## config.mk

```make
export PLATFORM = sky130hd
export DESIGN_NAME = l1_tlb
export DESIGN_NICKNAME = d
export VERILOG_FILES = /design/src/mmu_pkg.sv /design/src/l1_tlb.sv
export SDC_FILE = /design/constraint.sdc
export NUM_CORES = 1
export LEC_CHECK = 0
export BUFFER_PORTS_ARGS = -buffer_cell sky130_fd_sc_hd__buf_2
export CAP_MARGIN = 20
export CORE_UTILIZATION = 51
export DETAILED_ROUTE_END_ITERATION = 8
export PLACE_DENSITY = 0.73
export SLEW_MARGIN = 20
export SYNTH_ARGS = -nofsm -noshare
export SYNTH_HDL_FRONTEND = slang
export SYNTH_SLANG_ARGS = --single-unit
```

## constraint.sdc

```tcl
create_clock -name clk_i -period 3.3 [get_ports clk_i]
set_input_delay 0.825 -clock clk_i [delete_from_list [all_inputs] [get_ports clk_i]]
set_output_delay 0.825 -clock clk_i [all_outputs]
set_load 0.02 [all_outputs]
```

## src/mmu_pkg.sv

```systemverilog
/* sizes and record types shared by the Sv32 TLB hierarchy
   imported by every RTL module and by the testbench */
`default_nettype none

package mmu_pkg;

  //////////////////////////////
  // sizes
  //////////////////////////////
  localparam int VLEN             = 32;  // Sv32 virtual address
  localparam int PLEN             = 34;  // Sv32 physical address
  localparam int ASID_W           = 9;
  localparam int L1_TLB_ENTRIES   = 4;
  localparam int SHARED_TLB_DEPTH = 64;  // sets
  localparam int SHARED_TLB_WAYS  = 2;

  // derived widths
  localparam int VPN_W     = VLEN - 12;
  localparam int PPN_W     = PLEN - 12;
  localparam int SET_IDX_W = $clog2(SHARED_TLB_DEPTH);
  localparam int WAY_IDX_W = (SHARED_TLB_WAYS > 1) ? $clog2(SHARED_TLB_WAYS) : 1;
  localparam int L1_IDX_W  = (L1_TLB_ENTRIES > 1) ? $clog2(L1_TLB_ENTRIES) : 1;

  //////////////////////////////
  // records
  //////////////////////////////
  typedef struct packed {
    logic [PPN_W-1:0] ppn;
    logic [1:0]       rsw;  // software bits, unused here
    logic             d;
    logic             a;
    logic             g;    // global, matches any ASID
    logic             u;
    logic             x;
    logic             w;
    logic             r;
    logic             v;
  } pte_t;

  typedef struct packed {
    logic [ASID_W-1:0] asid;
    logic [9:0]        vpn1;
    logic [9:0]        vpn0;
    logic              is_4m;
  } shared_tag_t;

  // one translation, walker -> shared TLB -> L1 TLB
  typedef struct packed {
    logic              valid;
    logic [VPN_W-1:0]  vpn;
    logic [ASID_W-1:0] asid;
    logic              is_4m;
    pte_t              pte;
  } tlb_update_t;

  // an L1 lookup as the shared TLB sees it
  typedef struct packed {
    logic            access;  // translated access in progress
    logic            hit;     // L1 already hits
    logic [VLEN-1:0] vaddr;
  } lookup_req_t;

  typedef enum logic {
    SRC_ITLB = 1'b0,
    SRC_DTLB = 1'b1
  } tlb_src_e;

endpackage

`default_nettype wire

```

## src/l1_tlb.sv

```systemverilog
/* fully associative first-level TLB, one per side (instruction and data)
   combinational lookup, bare-mode bypass, round-robin fill from the shared TLB */
`timescale 1ns/1ns
`default_nettype none

module l1_tlb
  import mmu_pkg::*;
(
  input  logic              clk_i,
  input  logic              rst_n_i,
  input  logic              flush_i,
  input  logic              translation_en_i,
  input  logic [ASID_W-1:0] asid_i,
  input  logic              access_i,
  input  logic [VLEN-1:0]   vaddr_i,
  input  tlb_update_t       update_i,    // fill from the shared TLB
  output logic              hit_o,
  output logic [PLEN-1:0]   paddr_o,
  output lookup_req_t       miss_req_o
);

  tlb_update_t [L1_TLB_ENTRIES-1:0] entry_q;  // payload only, valid kept apart
  logic [L1_TLB_ENTRIES-1:0]        valid_q;
  logic [L1_IDX_W-1:0]              fill_ptr_q;

  logic [L1_TLB_ENTRIES-1:0] match;
  logic                      tr_hit;
  logic [PLEN-1:0]           tr_paddr;
  logic                      fill;

  //////////////////////////////
  // lookup
  //////////////////////////////
  always_comb begin
    for (int i = 0; i < L1_TLB_ENTRIES; i++) begin
      match[i] = valid_q[i]
               & ((entry_q[i].asid == asid_i) | entry_q[i].pte.g)
               & (entry_q[i].vpn[VPN_W-1:10] == vaddr_i[VLEN-1:22])
               & (entry_q[i].is_4m | (entry_q[i].vpn[9:0] == vaddr_i[21:12]));
    end
  end

  // lowest matching entry wins
  always_comb begin
    tr_hit   = 1'b0;
    tr_paddr = '0;
    for (int i = L1_TLB_ENTRIES - 1; i >= 0; i--) begin
      if (match[i]) begin
        tr_hit = 1'b1;
        if (entry_q[i].is_4m) begin
          tr_paddr = {entry_q[i].pte.ppn[PPN_W-1:10], vaddr_i[21:0]};  // 4 MiB
        end else begin
          tr_paddr = {entry_q[i].pte.ppn, vaddr_i[11:0]};
        end
      end
    end
  end

  // bare mode passes the address straight through
  assign hit_o   = access_i & (~translation_en_i | tr_hit);
  assign paddr_o = translation_en_i ? tr_paddr : {{(PLEN - VLEN){1'b0}}, vaddr_i};

  assign miss_req_o.access = access_i & translation_en_i;
  assign miss_req_o.hit    = tr_hit;
  assign miss_req_o.vaddr  = vaddr_i;

  //////////////////////////////
  // fill and flush
  //////////////////////////////
  assign fill = update_i.valid & translation_en_i & ~flush_i;

  always_ff @(posedge clk_i or negedge rst_n_i) begin
    if (!rst_n_i) begin
      valid_q    <= '0;
      fill_ptr_q <= '0;
    end else if (flush_i) begin
      valid_q <= '0;
    end else if (fill) begin
      valid_q[fill_ptr_q] <= 1'b1;
      if (fill_ptr_q == L1_IDX_W'(L1_TLB_ENTRIES - 1)) begin
        fill_ptr_q <= '0;
      end else begin
        fill_ptr_q <= fill_ptr_q + 1'b1;
      end
    end
  end

  always_ff @(posedge clk_i) begin
    if (fill) begin
      entry_q[fill_ptr_q] <= update_i;
    end
  end

endmodule

`default_nettype wire

```

==> results of run 1 <==
==> metal layers <==
metal  vias to the layer above  GRT usage (%)
met1                      3397          31.89
li1                       3053              -
met5                         -              0
met3                        51          4.845
met4                         2          8.546
met2                       356          42.47
==> final timing paths <==
| path | endpoint | cells after the start | slack (ns) |
|---|---|---|---|
| max | paddr_o[31] | 8 | -0.56 |
| min | valid_q[3] | 1 | 0.14 |
| max reg2reg | entry_q[170] | 4 | 1.77 |
| min reg2reg | valid_q[3] | 1 | 0.52 |
| max in group asynchronous | valid_q[2] | 1 | 2.98 |
| min in group clk_i | valid_q[3] | 1 | 0.52 |
==> registers in the layout (all words and copies together) (netlist names) <==
name        count
entry_q       212
valid_q         4
fill_ptr_q      2
==> kinds of logic (layout without fill, tap and decap cells) <==
logic type                 count (synthesis)  after routing  share of synthesized area [%]
DFF                                      218            218                          65.10
xor gates and xnor gates                 116            116                          10.67
AOI/OAI and AO/OA                        114            114                          7.987
and+or+nand+nor                          112            112                          7.137
buffers and inverters                     88            329                          5.500
muxes                                     31             31                          3.100
adders and majority gates                  4              4                         0.5000
other                                      0              3                              0
==> area by class of cell <==
cell class,count,area [µm²]
flip-flops and latches,218,6516
well taps,260,325.3
inverters,6,22.52
fillers,1188,5353
diodes,3,7.507
multi-input cells,377,3814
clock buffers,25,583.1
clock inverters,17,148.9
repair buffers,281,2186
==> cells in the final DEF, fill, tap and decap left out, drive strengths merged, types with 2 or more instances in the layout <==
cell type and instances:
o21a 10, dfrtp 6, o21bai 2, a211oi 2, nor4 24, inv 7
a21o 4, and2 5, nand4 28, mux2i 31, clkbuf 26, a31oi 11
a21oi 10, edfxtp 212, o22ai 11, nor2b 9, nand2 4, xnor2 56
nor3 11, a41o 4, buf 279, o21ai 20, and4 10, a311oi 9
nand3 11, clkinv 13, xor2 60, a221oi 2, a41oi 4, o211ai 10
ha 4, diode 3, bufinv 2, and3 3, nor2 3, a21boi 13
or3 3
==> cells in the mapped netlist, drive strengths merged, types with 5 or more instances <==
| library cell | instances | area, µm² |
|---|---|---|
| edfxtp | 212 | 6366 |
| buf | 61 | 449.2 |
| xor2 | 60 | 525.5 |
| xnor2 | 56 | 543.0 |
| mux2i | 31 | 310.3 |
| nand4 | 28 | 175.2 |
| nor4 | 24 | 165.2 |
| clkbuf | 21 | 78.83 |
| o21ai | 20 | 100.1 |
| a21boi | 13 | 97.59 |
| a31oi | 11 | 75.07 |
| nand3 | 11 | 55.05 |
| nor3 | 11 | 70.07 |
| o22ai | 11 | 75.07 |
| a21oi | 10 | 50.05 |
| and4 | 10 | 87.58 |
| o211ai | 10 | 75.07 |
| o21a | 10 | 75.07 |
| a311oi | 9 | 78.83 |
| nor2b | 9 | 56.30 |
| dfrtp | 6 | 150.1 |
| inv | 6 | 22.52 |
| and2 | 5 | 31.28 |
==> per-stage QoR <==
stage               utilization [%]  TNS (ns)  cells  hold WS, ns
finish                        71.76    -14.88   1187       0.1443
global route                  71.74    -17.41   1185       0.1424
CTS                           68.47    -14.75   1174       0.1426
detailed placement            61.70    -26.20   1123       0.5055
global placement              61.70    -24.84   1123       0.4840
floorplan                         -    -1.077    683       0.4713
==> what timing repair did <==
item	in CTS	in global routing
hold buffers	0	0
pin swaps	19	53
gates cloned	3	2
gates resized for setup	90	99
setup buffers	7	10
endpoints found under the setup margin	36	36
hold endpoints to repair	0	0
==> where the power goes <==
| group | switching, W | internal, W |
|---|---|---|
| logic | 0.000458 | 0.000333 |
| registers | 0.0000560 | 0.00318 |
| clock network | 0.00106 | 0.00144 |
==> impl_metrics.ini, run 1 <==
[global_route]
grt_pass1_wl_mm = 37.81
grt_max_degree = 38
grt_pass1_vias = 6821
grt_usage_pct = 24.92
antenna_found_initial = 3
overflow = 0

[floorplanning]
die_area_mm2 = 0.02019
row_count = 50
start_util_pct = 52.81
core_mm2 = 0.01896
design.portCount = 178
fp.dieH_um = 142.1
dieWidth_um = 142.1

[critical_path]
r2r_start = fill_ptr_q[0]
crit_path_max_incr_delay_ns = 0.56
path_cells = buf_2 > xor2_2 > nor4_4 > a41oi_2 > or3_4 > o311a_4 > o22ai_4 > buf_6
start_kind = input port
slowest_stage = or3_4
arrival_ns = 3.03
path_buf_inv = 2
crit_family = simple AND/OR/NAND/NOR gates
critPathCaptureType = output pin
crit_fanout = 6
required_ns = 2.47
setup.worst_path.start = vaddr_i[14]
crit_type = input port to output pin

[yosys]
ys_ff_latch = 218
ys_warn_count = 0
synth-edff-count = 212
synth_area_mm2 = 0.01001
synthFlopType = edfxtp_1
seq_area_frac_synth_pct = 65.10
synth_cells = 683
synth_nets = 796
syn_area_per_cell_um2 = 14.66
ys_types = 46
synthArstFlopShare_pct = 2.752

[power]
power.total_w = 0.006529
power_leakage_nw = 5.018
power_density_mw_per_mm2 = 479.9
peakVddDrop_v = 0.0004614

[cts]
tritoncts = built
cts_made_buffers = 23
clock_latency_ns = 0.51
path_clk_slew_ns = 0.07
clockBufferDepth = 3
cts.sinks = 218
root_buffer = clkbuf_16
ctsHtreeMaxLevel = 1

[detailed_routing]
wl_per_cell_um = 22.85
drc = 0
dr.pass1.iters = 5
top_layer = met5
drtIter0Drc = 528
met2WireLength_mm = 13.85
detail-route-antenna-nets = 0
routed_wl_mm = 27.12
num_vias = 6859
wl_met1_mm = 10.30
dr_wl_met3_mm = 2.224
routed_via_density = 5.778

[status]
violations = setup timing
status = complete, but fails checks

[sta]
fin_ws_ns = -0.5566
drv_slew = 0
clock.fmax_ghz = 0.2593
maxSlewHeadroom_pct = 74.18
finalCritPeriodShare_pct = 116.9
period_minus_slack_ns = 3.857
skew_ns = 0.01262
setup_viol = 36
hold_viol = 0
rsz0062_at_grt = true
tightest_slew_ns = 0.3765

[job]
maxCapViolations = 0

[placed_design]
hpwl_mm = 17.02
gp_congestion = 0.8307
place_ws_ns = -0.8868
place_area_mm2 = 0.01170
io_buffers = 168

[layout]
area_growth_pct = 35.90
fin_nets = 1020
design_area_mm2 = 0.01360
drive_gt1_share_pct = 46.75

[hold_path]
hold_path.class = input port to asynchronous set/reset pin
No activity file was read; power rests on OpenSTA's default activity.
==> run 2: changes to the inputs <==
--- a/config.mk
+++ b/config.mk
@@ -7,9 +7,9 @@
 export LEC_CHECK = 0
 export BUFFER_PORTS_ARGS = -buffer_cell sky130_fd_sc_hd__buf_2
 export CAP_MARGIN = 20
-export CORE_UTILIZATION = 51
+export CORE_UTILIZATION = 25
 export DETAILED_ROUTE_END_ITERATION = 8
-export PLACE_DENSITY = 0.73
+export PLACE_DENSITY = 0.39
 export SLEW_MARGIN = 20
 export SYNTH_ARGS = -nofsm -noshare
 export SYNTH_HDL_FRONTEND = slang
==> run 2 against run 1 <==
  * The run still ends with setup timing left
  * Clock skew shrank 0.0036 ns
  * Wire length grew 12%
  * Non-clock buffer count grew 1
  * Utilization shrank 36 points
  * Global-route usage shrank 10 points
  * Flip-flop and latch count is the same
  * Clock power grew 24%
  * Final area grew 3.4%
  * Final cell count grew 22%
  * Fmax grew 2.7%
  * Worst hold slack lost 0.028 ns
  * Count of clock-buffer cells in the layout grew 8
==> impl_metrics.ini, run 2 (synthesis gave the netlist of run 1 again) <==
[detailed_routing]
routed_via_density = 4.497
routed_wl_mm = 30.48
wl_per_cell_um = 20.96
detail-route-antenna-nets = 0
num_vias = 6538
dr.pass1.iters = 5
drtIter0Drc = 268
drc = 0

[global_route]
grt_pass1_wl_mm = 45.13
grt_pass1_vias = 6778
overflow = 0
grt_usage_pct = 14.86
grt_max_degree = 44
antenna_found_initial = 3

[sta]
skew_ns = 0.009049
maxSlewHeadroom_pct = 76.24
fin_ws_ns = -0.4553
drv_slew = 0
tightest_slew_ns = 0.3535
hold_viol = 0
clock.fmax_ghz = 0.2663
period_minus_slack_ns = 3.755
finalCritPeriodShare_pct = 113.8
setup_viol = 36
rsz0062_at_grt = true

[floorplanning]
row_count = 72
start_util_pct = 25.60
design.portCount = 178
die_area_mm2 = 0.04084
fp.dieH_um = 202.1
dieWidth_um = 202.1
core_mm2 = 0.03910

[layout]
regMostFlops = entry_q
drive_gt1_share_pct = 47.32
fin_util_pct = 35.96
design_area_mm2 = 0.01406
layout_common_cells = edfxtp_1, buf_2, buf_4, xor2_1, buf_6
area_growth_pct = 40.48
final_cells = 1454
final_common_cell = edfxtp_1
reg_top3 = entry_q: 212 flops, valid_q: 4 flops, fill_ptr_q: 2 flops
largest_register_ffs = 212
fin_nets = 1026

[power]
power_density_mw_per_mm2 = 507.7
power.total_w = 0.007138
peakVddDrop_v = 0.0003651
power_leakage_nw = 5.073

[status]
violations = setup timing
status = complete, but fails checks

[critical_path]
slowest_stage = or3_4
crit_type = input port to output pin
crit_family = simple AND/OR/NAND/NOR gates
cp.depth = 8
crit_fanout = 5
reg2reg_depth = 4
reg2reg_slack_ns = 1.81
path_buf_inv = 2
required_ns = 2.47
critPathCaptureType = output pin
start_kind = input port
path_cells = buf_4 > xor2_1 > nor4_2 > a41oi_2 > or3_4 > o311a_4 > o22ai_4 > buf_6
arrival_ns = 2.93
crit_path_max_incr_delay_ns = 0.48

[placed_design]
dp.cells = 1391
hpwl_mm = 21.02
io_buffers = 168
gp_congestion = 0.7616
place_area_mm2 = 0.01216

[cts]
cts.sinks = 218
clock_latency_ns = 0.53
ctsHtreeMaxLevel = 1
tritoncts = built
clockBufferDepth = 3
path_clk_slew_ns = 0.06
cts_made_buffers = 28
root_buffer = clkbuf_16

[job]
maxCapViolations = 0

[hold_path]
hold_path.class = input port to asynchronous set/reset pin
run 2: path summary, 6_finish.rpt:
kind | start | end
min reg2reg | valid_q[3] | valid_q[3]
max in group asynchronous | rst_n_i | fill_ptr_q[0]
min | rst_n_i | valid_q[3]
max reg2reg | fill_ptr_q[0] | entry_q[187]
min in group clk_i | update_i[17] | entry_q[143]
max | vaddr_i[14] | paddr_o[31]
run 2: metal layers:
metal  global-route usage, %  share of wire [%]  vias up
li1                        -                  -     3056
met1                   20.90                 47     3279
met2                   24.09                 47      164
met3                   2.386                4.3       37
met4                   3.034                1.8        2
met5                       0              0.039        -
run 2: timing repair:
action / in CTS / in global routing
hold buffers: 0 / 0
buffers inserted: 10 / 1
pin swaps: 30 / 29
setup endpoints to repair: 36 / 36
endpoints found under the hold margin: 0 / 0
gates resized for setup: 126 / 55
cloned: 2 / 0
run 2: stage by stage:
stage	TNS, ns	setup slack (ns)	hold WS, ns
final	-14.37	-0.4553	0.1165
after global routing	-17.12	-0.5183	0.1006
after CTS	-16.59	-0.5651	0.08932
after detailed placement	-26.41	-0.8112	0.5267
after global placement	-29.94	-1.033	0.5258
after floorplan	-1.077	-0.1125	0.4713
run 2: report_power, final:
part / leakage, nW / switching (W) / internal, W / total (W)
clock: 0.459 / 0.00118 / 0.00191 / 0.00309
combinational: 2.62 / 0.000471 / 0.000337 / 0.000807
sequential: 1.99 / 0.0000546 / 0.00318 / 0.00324
total: 5.07 / 0.00171 / 0.00543 / 0.00714
run 2: final cells by class:
cell class | count | area, µm²
Inverter | 6 | 22.52
Sequential cell | 218 | 6516
Tap cell | 518 | 648.1
Clock inverter | 18 | 196.4
Timing Repair Buffer | 282 | 2176
Clock buffer | 33 | 740.7
Antenna cell | 2 | 5.005
Fill cell | 3842 | 25040
Multi-Input combinational cell | 377 | 3756
